## src/hw/mem_pipe_consts.svh

```systemverilog
// Memory pipeline constants
`ifndef MEM_PIPE_CONSTS_SVH
`define MEM_PIPE_CONSTS_SVH

// data word width in bits
`define MEM_PIPE_XLEN 32

// word address width and the resulting number of words
`define MEM_PIPE_ADDR_W 6
`define MEM_PIPE_DEPTH (1 << `MEM_PIPE_ADDR_W)

`endif
```

## src/hw/mem_pipe_pkg.sv

```systemverilog
// Memory pipeline types
`include "mem_pipe_consts.svh"

package mem_pipe_pkg;

    typedef logic [`MEM_PIPE_XLEN-1:0] word_t; // one data word

    // kind of memory operation
    typedef enum logic [1:0] {
        MEM_OP_LOAD  = 2'd0,
        MEM_OP_STORE = 2'd1,
        MEM_OP_AMO   = 2'd2
    } mem_op_e;

    // AMO function, ignored unless the op is an AMO
    typedef enum logic [3:0] {
        AMO_OP_SWAP = 4'd0,
        AMO_OP_ADD  = 4'd1,
        AMO_OP_AND  = 4'd2,
        AMO_OP_OR   = 4'd3,
        AMO_OP_XOR  = 4'd4,
        AMO_OP_MIN  = 4'd5,
        AMO_OP_MAX  = 4'd6,
        AMO_OP_MINU = 4'd7,
        AMO_OP_MAXU = 4'd8
    } amo_op_e;

endpackage : mem_pipe_pkg

```

## src/hw/mem_pipe_top.sv

```systemverilog
// Memory pipeline top level
`timescale 1ns/1ps
`include "mem_pipe_consts.svh"

module mem_pipe_top (
    input  logic                          clk,
    input  logic                          rst_n,
    input  logic                          stall,
    input  logic                          flush,

    input  logic                          in_valid,
    input  mem_pipe_pkg::mem_op_e         in_mem_op,
    input  mem_pipe_pkg::amo_op_e         in_amo_op,
    input  logic [`MEM_PIPE_ADDR_W-1:0]   in_addr,
    input  mem_pipe_pkg::word_t           in_rs2_val,
    input  logic [4:0]                    in_rd_idx,

    output logic                          wb_valid,
    output logic [4:0]                    wb_rd_idx,
    output logic                          wb_rd_we,
    output mem_pipe_pkg::word_t           wb_data
);

    import mem_pipe_pkg::*;

    // stage 1 to stage 2
    logic                        m1_valid;
    mem_op_e                     m1_mem_op;
    amo_op_e                     m1_amo_op;
    logic [`MEM_PIPE_ADDR_W-1:0] m1_addr;
    word_t                       m1_rs2_val;
    logic [4:0]                  m1_rd_idx;

    // memory ports
    logic [`MEM_PIPE_ADDR_W-1:0] rd_addr;
    word_t                       mem_rdata;
    logic                        wr_en;
    logic [`MEM_PIPE_ADDR_W-1:0] wr_addr;
    word_t                       wr_data;

    stage_memory1 u_stage1 (
        .clk        (clk),
        .rst_n      (rst_n),
        .stall      (stall),
        .in_valid   (in_valid),
        .in_mem_op  (in_mem_op),
        .in_amo_op  (in_amo_op),
        .in_addr    (in_addr),
        .in_rs2_val (in_rs2_val),
        .in_rd_idx  (in_rd_idx),
        .m1_valid   (m1_valid),
        .m1_mem_op  (m1_mem_op),
        .m1_amo_op  (m1_amo_op),
        .m1_addr    (m1_addr),
        .m1_rs2_val (m1_rs2_val),
        .m1_rd_idx  (m1_rd_idx),
        .rd_addr    (rd_addr)
    );

    data_mem u_dmem (
        .clk     (clk),
        .rd_addr (rd_addr),
        .wr_en   (wr_en),
        .wr_addr (wr_addr),
        .wr_data (wr_data),
        .rd_data (mem_rdata)
    );

    stage_memory2 u_stage2 (
        .clk        (clk),
        .rst_n      (rst_n),
        .stall      (stall),
        .flush      (flush),
        .m1_valid   (m1_valid),
        .m1_mem_op  (m1_mem_op),
        .m1_amo_op  (m1_amo_op),
        .m1_addr    (m1_addr),
        .m1_rs2_val (m1_rs2_val),
        .m1_rd_idx  (m1_rd_idx),
        .mem_rdata  (mem_rdata),
        .wr_en      (wr_en),
        .wr_addr    (wr_addr),
        .wr_data    (wr_data),
        .wb_valid   (wb_valid),
        .wb_rd_idx  (wb_rd_idx),
        .wb_rd_we   (wb_rd_we),
        .wb_data    (wb_data)
    );

endmodule : mem_pipe_top

```

## src/hw/stage_memory2.sv

```systemverilog
// Memory stage 2 with AMO unit
`timescale 1ns/1ps
`include "mem_pipe_consts.svh"

module stage_memory2 (
    input  logic                          clk,
    input  logic                          rst_n,
    input  logic                          stall,
    input  logic                          flush,

    input  logic                          m1_valid,
    input  mem_pipe_pkg::mem_op_e         m1_mem_op,
    input  mem_pipe_pkg::amo_op_e         m1_amo_op,
    input  logic [`MEM_PIPE_ADDR_W-1:0]   m1_addr,
    input  mem_pipe_pkg::word_t           m1_rs2_val,
    input  logic [4:0]                    m1_rd_idx,
    input  mem_pipe_pkg::word_t           mem_rdata,

    output logic                          wr_en,
    output logic [`MEM_PIPE_ADDR_W-1:0]   wr_addr,
    output mem_pipe_pkg::word_t           wr_data,

    output logic                          wb_valid,
    output logic [4:0]                    wb_rd_idx,
    output logic                          wb_rd_we,
    output mem_pipe_pkg::word_t           wb_data
);

    import mem_pipe_pkg::*;

    logic                        m2_valid;
    mem_op_e                     m2_mem_op;
    amo_op_e                     m2_amo_op;
    logic [`MEM_PIPE_ADDR_W-1:0] m2_addr;
    word_t                       m2_rs2_val;
    logic [4:0]                  m2_rd_idx;

    logic  rdata_held;  // set while the memory word below belongs to this op
    word_t rdata_hold;
    word_t load_word;
    word_t amo_result;
    logic  out_valid;
    logic  is_write;

    always_ff @(posedge clk) begin
        if (!rst_n) begin
            m2_valid   <= 1'b0;
            rdata_held <= 1'b0;
        end else begin
            if (!stall) begin
                m2_valid <= m1_valid;
            end else if (flush) begin
                m2_valid <= 1'b0; // a flushed op does not return once the stall ends
            end
            rdata_held <= stall; // memory keeps reading ahead while we stall
        end
    end

    always_ff @(posedge clk) begin
        if (!stall) begin
            m2_mem_op  <= m1_mem_op;
            m2_amo_op  <= m1_amo_op;
            m2_addr    <= m1_addr;
            m2_rs2_val <= m1_rs2_val;
            m2_rd_idx  <= m1_rd_idx;
        end else begin
            rdata_hold <= load_word; // keep this op's word across the stall
        end
    end

    // During a stall the memory read port has already moved on to the stage 1
    // address, so the word captured on the first stalled edge is used instead.
    assign load_word = rdata_held ? rdata_hold : mem_rdata;

    always_comb begin
        case (m2_amo_op)
            AMO_OP_SWAP: amo_result = m2_rs2_val;
            AMO_OP_ADD:  amo_result = load_word + m2_rs2_val;
            AMO_OP_AND:  amo_result = load_word & m2_rs2_val;
            AMO_OP_OR:   amo_result = load_word | m2_rs2_val;
            AMO_OP_XOR:  amo_result = load_word ^ m2_rs2_val;
            AMO_OP_MIN:  amo_result = ($signed(load_word) < $signed(m2_rs2_val))
                                      ? load_word : m2_rs2_val;
            AMO_OP_MAX:  amo_result = ($signed(load_word) > $signed(m2_rs2_val))
                                      ? load_word : m2_rs2_val;
            AMO_OP_MINU: amo_result = (load_word < m2_rs2_val) ? load_word : m2_rs2_val;
            AMO_OP_MAXU: amo_result = (load_word > m2_rs2_val) ? load_word : m2_rs2_val;
            default:     amo_result = m2_rs2_val; // unused encodings behave as swap
        endcase
    end

    assign out_valid = m2_valid && !flush && !stall; // flushed ops simply vanish
    assign is_write  = (m2_mem_op == MEM_OP_STORE) || (m2_mem_op == MEM_OP_AMO);

    // memory write for stores and AMOs
    assign wr_en   = out_valid && is_write;
    assign wr_addr = m2_addr;
    assign wr_data = (m2_mem_op == MEM_OP_AMO) ? amo_result : m2_rs2_val;

    // register write-back where x0 is never written
    assign wb_valid  = out_valid;
    assign wb_rd_idx = m2_rd_idx;
    assign wb_rd_we  = (m2_mem_op != MEM_OP_STORE) && (m2_rd_idx != 5'd0);
    assign wb_data   = (m2_mem_op == MEM_OP_STORE) ? '0 : load_word; // AMO returns old word

endmodule : stage_memory2

```

## src/hw/data_mem.sv

```systemverilog
// Data word memory
`timescale 1ns/1ps
`include "mem_pipe_consts.svh"

module data_mem (
    input  logic                          clk,
    input  logic [`MEM_PIPE_ADDR_W-1:0]   rd_addr,
    input  logic                          wr_en,
    input  logic [`MEM_PIPE_ADDR_W-1:0]   wr_addr,
    input  mem_pipe_pkg::word_t           wr_data,
    output mem_pipe_pkg::word_t           rd_data
);

    import mem_pipe_pkg::*;

    word_t mem_array [`MEM_PIPE_DEPTH]; // contents are preloaded from outside

    logic fwd_hit;

    // a write and a read of the same word in one cycle
    assign fwd_hit = wr_en && (wr_addr == rd_addr);

    // write port
    always_ff @(posedge clk) begin
        if (wr_en) begin
            mem_array[wr_addr] <= wr_data;
        end
    end

    // Registered read port. On an address match the new write data is
    // returned, which lets an AMO directly behind another AMO to the same
    // word see the updated value.
    always_ff @(posedge clk) begin
        if (fwd_hit) begin
            rd_data <= wr_data;
        end else begin
            rd_data <= mem_array[rd_addr];
        end
    end

endmodule : data_mem

```

## src/hw/stage_memory1.sv

```systemverilog
// Memory stage 1
`timescale 1ns/1ps
`include "mem_pipe_consts.svh"

module stage_memory1 (
    input  logic                          clk,
    input  logic                          rst_n,
    input  logic                          stall,

    input  logic                          in_valid,
    input  mem_pipe_pkg::mem_op_e         in_mem_op,
    input  mem_pipe_pkg::amo_op_e         in_amo_op,
    input  logic [`MEM_PIPE_ADDR_W-1:0]   in_addr,
    input  mem_pipe_pkg::word_t           in_rs2_val,
    input  logic [4:0]                    in_rd_idx,

    output logic                          m1_valid,
    output mem_pipe_pkg::mem_op_e         m1_mem_op,
    output mem_pipe_pkg::amo_op_e         m1_amo_op,
    output logic [`MEM_PIPE_ADDR_W-1:0]   m1_addr,
    output mem_pipe_pkg::word_t           m1_rs2_val,
    output logic [4:0]                    m1_rd_idx,

    output logic [`MEM_PIPE_ADDR_W-1:0]   rd_addr
);

    // the valid bit is the only control state in this stage
    always_ff @(posedge clk) begin
        if (!rst_n) begin
            m1_valid <= 1'b0;
        end else if (!stall) begin
            m1_valid <= in_valid; // an op is accepted when not stalled
        end
    end

    // payload follows the input whenever the pipe advances
    always_ff @(posedge clk) begin
        if (!stall) begin
            m1_mem_op  <= in_mem_op;
            m1_amo_op  <= in_amo_op;
            m1_addr    <= in_addr;
            m1_rs2_val <= in_rs2_val;
            m1_rd_idx  <= in_rd_idx;
        end
    end

    // The memory samples this address at the same edge that moves the op into
    // stage 2, so the read data arrives together with the op.
    assign rd_addr = m1_addr;

endmodule : stage_memory1

```

## config.mk

```make
export PLATFORM = sky130hd
export DESIGN_NAME = mem_pipe_top
export DESIGN_NICKNAME = d
export VERILOG_FILES = /design/src/hw/mem_pipe_pkg.sv /design/src/hw/mem_pipe_top.sv /design/src/hw/stage_memory2.sv /design/src/hw/data_mem.sv /design/src/hw/stage_memory1.sv
export VERILOG_INCLUDE_DIRS = /design/src /design/src/hw
export SDC_FILE = /design/constraint.sdc
export NUM_CORES = 2
export LEC_CHECK = 0
export BUFFER_PORTS_ARGS = -buffer_cell sky130_fd_sc_hd__buf_2
export CAP_MARGIN = 20
export CORE_UTILIZATION = 55
export DETAILED_ROUTE_END_ITERATION = 10
export PLACE_DENSITY = 0.71
export REMOVE_ABC_BUFFERS = 1
export SYNTH_ARGS = -nofsm -noshare
export SYNTH_HDL_FRONTEND = slang
export SYNTH_SLANG_ARGS = --single-unit
```

## constraint.sdc

```tcl
create_clock -name clk -period 17.1 [get_ports clk]
set_clock_uncertainty 0.2 [all_clocks]
set_input_delay 4.275 -clock clk [delete_from_list [all_inputs] [get_ports clk]]
set_output_delay 4.275 -clock clk [all_outputs]
set_load 0.02 [all_outputs]
```

* Word-level counts from Yosys, hierarchy flattened
Memory sizes are Yosys's and may differ from the RTL's. A register that Yosys moved wholly into a read port is not among the register bits. Index checks and enable logic that the tools add are counted.
Cells by class: $mul 0, mux-type cells 12, eq/ne operators 12, reductions and logical operators 8, add/subtract/negate cells 1, shift operators 0, magnitude comparators 4, bitwise gates (word level) 3, divide/modulo/power cells 0
Operator list (number):
- $pmux 32 s8 | 1
- $mux 32 | 7
- $gt 32x32->1 | 2
- $lt 32x32->1 | 2
- $add 32x32->32 | 1
- $and 32x32->32 | 1
- $or 32x32->32 | 1
- $xor 32x32->32 | 1
- $eq 4x3->1 const B | 4
- $eq 4x2->1 const B | 2
- $reduce_bool 5->1 | 1
- $eq 4x1->1 const B | 1
- $eq 4x4->1 const B | 1
- $logic_and 1x1->1 | 4
- $mux 1 | 4
- $ne 2x1->1 const B | 2
- $eq 2x1->1 const B | 1
- $eq 2x2->1 const B | 1
- $logic_not 1->1 | 2
- $logic_or 1x1->1 | 1
Word-level totals: flip-flop bits (word level) 133, logic and storage cells 55, output and inout port bits 39, memories kept 1, bits in read-only memories 0, bits of input ports 54, memory bits (writable) 2048, bits in latches 0
Memories:
- u_dmem.mem_array | words 64, bits a word 32, read ports 1, clocked after memory_dff 1, wr ports 1, line data_mem.sv:16 | word_t mem_array [`MEM_PIPE_DEPTH];

* Longest topological paths before layout
depth in word-level cells 6, mapped depth 24, mapped depth without buffers 18

* Cells and area by module
From an unflattened synthesis, not the netlist that was laid out.
Unflattened totals: cells, all modules 4249, area, all modules 87557.7 um^2
Modules (own cells, without submodules):
- data_mem | cells each 3298, area each 77994.8 um^2, sequential area each 61619.1 um^2, times used 1
- stage_memory2 | cells each 892, area each 8006.4 um^2, sequential area each 2472.4 um^2, times used 1
- stage_memory1 | cells each 59, area each 1556.5 um^2, sequential area each 1491.4 um^2, times used 1

* Worst setup path after synthesis
Ideal clock, no wire load.
path kind input-to-output, from in flush, to out wb_valid, setup slack 7.896 ns, path buffers 0, data required time 12.625 ns, stages 2, arrival 4.729 ns, path through nand2b_1 nor2_1
On the way: longest elaborated chain between the ends 3
RTL lines:
- start: declaration | line mem_pipe_top.sv:9 | input logic flush,
- $logic_not 1->1 | line stage_memory2.sv:92 | assign out_valid = m2_valid && !flush && !stall;
- $logic_and 1x1->1 (2 in series) | line stage_memory2.sv:92
- end: declaration | line mem_pipe_top.sv:18 | output logic wb_valid,
No other way between the ends.

==> results.md <==
- For this run, design rule violations remaining after detail routing come to 0.
- Setup violations remaining at the end of the flow were counted as 0.
- The total wire length after detailed routing is 222,000 um.
- The worst register-to-register path has a depth of 18.
- Counting buffers and inverters, the worst setup path is 10 cells deep.
- The clock root buffer master is sky130_fd_sc_hd__clkbuf_16.
- The run finished with clean final reports.
- A synthesized cell averages 21.4 um2.
- The number of detailed-route iterations in the first pass is 7.
- Counting the buffers created by CTS gives 206.
- The minimum setup slack among reg-to-reg paths is 7710 ps.
- The worst-case IR drop observed on VDD is 110 uV.
- The finished layout holds 6,545 standard cells, fillers aside.
- Synthesis inferred 2,187 register bits.
- In the final layout, the share of cells above drive strength 1 is 28.1%.
- In this run, post-CTS repair resized a total of 0 instances.
- TritonCTS built the clock tree.
- The most used flip-flop cell after synthesis is sky130_fd_sc_hd__edfxtp_1.
- Sorting the synthesized cells by how often they occur yields sky130_fd_sc_hd__edfxtp_1, sky130_fd_sc_hd__mux4_2, sky130_fd_sc_hd__nor2_1.
- The sequential cell fraction of total power is 52.4%.
- The number of global-route vias before repair came to 42,800.
- The final core utilization is 62.3%.
- After synthesis, the largest family of logic cells by area is multiplexers.
- The internal power contribution is 8.83 mW.
- Relative to the synthesized area, the layout overhead comes to 11.9%.
- Input and output buffers added on the ports amount to 92.
- The combinational cell fraction of total power is 10.1%.
- The number of warnings reported in the yosys synthesis log is 0.
- The kind of cell with the highest combined delay along the critical path is buffers and inverters.
- In this run, post-CTS hold repair placed 0 buffers.
- The worst slew margin relative to its limit is 22.5%.
- The endpoint type of the worst setup path is a primary output.
- The proportion of power drawn by the clock network is 37.5%.
- The required arrival time at the worst endpoint is 12,620 ps.
- The number of max-cap violations is 0.
- At the end of the flow, the number of nets in the layout was 4,464.
- The total routing resource utilization after global routing is 27.8%.
- The xor-xnor portion of the synthesized cell area is 0.140%.
- The kind of path behind the tightest hold check is register to register.
- The startpoint identified for the worst hold timing path is u_stage1.m1_addr[2].
- The sum of negative setup slack is 0 ps.
- The insertion delay to the later sink of the worst-skew pair is 840 ps.
- The core box area is 157,000 um2.
- The vias after detailed routing is 43,900.
- In this run, synthesis inferred 2,178 flip-flops with an integrated enable.
- For this configuration, the core starts out at a cell density of 55.7%.
- After synthesis, the cell types taking the most area are sky130_fd_sc_hd__edfxtp_1, sky130_fd_sc_hd__mux4_2, sky130_fd_sc_hd__ha_1, sky130_fd_sc_hd__mux2i_1, sky130_fd_sc_hd__nor2_1.
- The final weighted congestion in routability-driven placement is 0.928.
- The buffer and inverter count on the worst path is 3.
- The number of distinct library cells after synthesis is 76.
- Fill cells in the final layout number 10,500.
- The synthesized netlist devotes 2.06% of its cell area to simple gates.
- The post-synth design cell area is 87,400 um2.
- Summed over all nets, the half-perimeter wirelength after detailed placement is 123,000 um.
- The share of flip-flops with an asynchronous set or reset after synthesis is 0%.
- In this run the horizontal extent of the chip is 401 um.
- The post-synthesis cell count is 4,086.
- The number of placed cells counting well taps is 6,158.
- The worst register-to-register path ends at u_dmem.mem_array[28][8].
- The finished cells cover 97,700 um2.
- After global routing the overflow that remains totals 0.
- Walking the worst path, the cells encountered are buf_12 > buf_12 > mux4_2 > mux2i_1 > a22oi_1 > a21oi_1 > a211oi_1 > a21oi_1 > nor2_1 > buf_2.
- The worst hold path was traced through 0 stages.
- The signal arrival time at the worst endpoint is 5920 ps.
- The transition time at the pin with the least slew margin is 1160 ps.
- The longest clock path from root to sink contains 3 buffers.
- The worst setup path is launched from a register.
- Summing the sequential cell areas from Yosys gives 75.1% of the chip area.
- The initial antenna violation count came to 10.
- The cell type contributing the most total cell area after synthesis is sky130_fd_sc_hd__edfxtp_1.
- From bottom edge to top edge, the die measures 401 um.
- Of all nets on the critical path, the largest fanout is 130.
- The critical path is of the register to primary output type.
- Setup repair after global routing left no endpoint under its margin.
- The fraction of power spent switching nets is 23.8%.
- The total power divided by cell area is 119 nW/um2.
- The post-CTS setup repair buffer count is 0.
- The per-cell via count in the routed design is 6.71.
- Registers take 65,600 um2.
- The worst stage delay on the critical path is 790 ps.
- The total die area is 160,000 um2.
- The floorplan has 145 rows.
- The number of ports placed on the die boundary is 93.
- The final number of max-transition violations was 0.
- The final routed wire length divided by cell count is 33.9 um.
- The number of antenna repair diodes is 0.
- The global-route wire length before repair is 314,000 um.
- The multi-input combinational cell area is 21,100 um2.
- CTS built an H-tree with a depth of 4.
- The portion of netlist area occupied by mux cells is 16.8%.
- The maximum clock frequency is 96.2 MHz.
- The cell with the biggest individual delay on the critical path is sky130_fd_sc_hd__dfxtp_4.
- The remaining number of nets flagged by the antenna check after routing is 0.
- The switching power is 2.75 mW.
- Summing the areas of all fa, ha and maj instances in the mapped netlist gives 1.43% of the synthesized area.
- The routed design could run at a clock period as short as 10,390 ps.
- The clock net in this run drives a total of 2,187 sinks.
- The number of DRC markers after the initial detailed-route iteration is 6,241.
- The final-report hold violation count is 0.
- After synthesis, the largest area contributor takes up 74.9% of total cell area.
- The final-layout worst hold slack is 171 ps.
- The area of placed instances is 91,300 um2.
- The reported leakage power is 31.2 nW.
- The complex-gate fraction of the synthesized area is 2.89%.
- Clock-pin slew was measured on the worst setup and hold paths at 60 ps.
- Yosys instantiated no cell more often than sky130_fd_sc_hd__edfxtp_1.
- The largest net degree at the start of global routing is 132.
- The period utilization is 60.8%.
## cell families (layout without fill, tap and decap cells)
kind of cell	after synthesis	in the layout
xor gates and xnor gates	14	14
buffers and inverters	307	708
DFF	2187	2187
and+or+nand+nor	398	398
muxes	724	724
AOI/OAI and AO/OA	357	357
adders and majority gates	99	99
## layout by cell type (no fill, tap or decap), types with 20 or more instances in the layout
cell and count:
sky130_fd_sc_hd__clkinv_2 34, sky130_fd_sc_hd__buf_4 134, sky130_fd_sc_hd__a22oi_1 58, sky130_fd_sc_hd__mux2i_1 107, sky130_fd_sc_hd__inv_1 83, sky130_fd_sc_hd__clkbuf_16 206
sky130_fd_sc_hd__mux4_2 587, sky130_fd_sc_hd__buf_2 94, sky130_fd_sc_hd__nand3_1 21, sky130_fd_sc_hd__clkbuf_1 58, sky130_fd_sc_hd__nand2_1 102, sky130_fd_sc_hd__nor3_1 20
sky130_fd_sc_hd__clkinv_1 50, sky130_fd_sc_hd__o221ai_1 20, sky130_fd_sc_hd__mux2_2 25, sky130_fd_sc_hd__a21oi_1 65, sky130_fd_sc_hd__ha_1 97, sky130_fd_sc_hd__nor2_1 100
sky130_fd_sc_hd__o21ai_0 53, sky130_fd_sc_hd__edfxtp_1 2178, sky130_fd_sc_hd__nor2_4 64
## metal layers
layer	part of all wire, %	vias to the layer above	global-route usage, %
li1	-	17600	-
met1	38	23300	40.2
met2	47	2618	42.8
met3	11	383	5.20
met4	3.7	0	9.90
met5	0	-	0
## metrics by stage
stage | power, mW | setup slack (ps)
finish | 11.6 | 6710
global route | 11.9 | 6290
CTS | 11.6 | 6570
detailed placement | 7.33 | 7470
global placement | 7.32 | 7470
floorplan | 7.20 | -12120
## worst max-delay path by stage
| stage | end | slack (ps) |
|---|---|---|
| 2_1_floorplan | u_dmem.mem_array[0][19] | -12120 |
| 3_3_place_gp | wb_data[0] | 7470 |
| 3_5_place_dp | wb_data[0] | 7470 |
| 4_1_cts | wb_data[0] | 6570 |
| 5_1_grt | wb_data[0] | 6290 |
| 6_report | wb_data[20] | 6710 |
## sequential cells by signal, summed over array words and instances, names as in the netlist, named ones only
register	cells
u_stage1.m1_amo_op	4
u_stage1.m1_rs2_val	32
u_stage2.wb_rd_idx	5
u_stage2.rdata_hold	32
u_stage1.m1_rd_idx	5
u_stage1.m1_addr	6
u_stage2.m2_mem_op	2
u_stage2.m2_amo_op	4
u_stage2.m2_valid	1
u_stage2.rdata_held	1
u_stage1.m1_mem_op	2
u_stage2.m2_rs2_val	32
u_stage2.wr_addr	6
u_stage1.m1_valid	1
u_dmem.mem_array	2048
## final cells by class
| class | instances | share of cell area [%] |
|---|---|---|
| clock buffers | 264 | 5.50 |
| clock inverters | 120 | 1.05 |
| inverters | 86 | 0.341 |
| multi-input cells | 1592 | 21.6 |
| flip-flops and latches | 2187 | 67.1 |
| well taps | 2058 | 2.63 |
| repair buffers | 238 | 1.72 |
## worst reg2reg max path, stage by stage (launching register included)
cell and delay, ps:
sky130_fd_sc_hd__dfxtp_4 720, sky130_fd_sc_hd__buf_4 850, sky130_fd_sc_hd__buf_4 780, sky130_fd_sc_hd__mux4_2 610, sky130_fd_sc_hd__mux4_2 570, sky130_fd_sc_hd__mux2_2 410, sky130_fd_sc_hd__a221oi_4 460, sky130_fd_sc_hd__ha_1 460
sky130_fd_sc_hd__nor4_1 580, sky130_fd_sc_hd__nand4_1 420, sky130_fd_sc_hd__a21oi_1 230, sky130_fd_sc_hd__or4_1 210, sky130_fd_sc_hd__a21o_1 460, sky130_fd_sc_hd__or3b_1 180, sky130_fd_sc_hd__o221ai_1 280, sky130_fd_sc_hd__nor2b_1 250
sky130_fd_sc_hd__buf_4 210, sky130_fd_sc_hd__o21ai_4 740, sky130_fd_sc_hd__buf_4 490
## power by group through the flow
stage	clock network [mW]	logic [mW]	registers, mW
2_1_floorplan	0	0.948	6.25
3_3_place_gp	0	1.14	6.18
3_5_place_dp	0	1.15	6.18
4_1_cts	4.40	1.16	6.07
5_1_grt	4.59	1.23	6.07
6_report	4.35	1.17	6.07
Note: power is estimated with default switching activity, not from simulation.
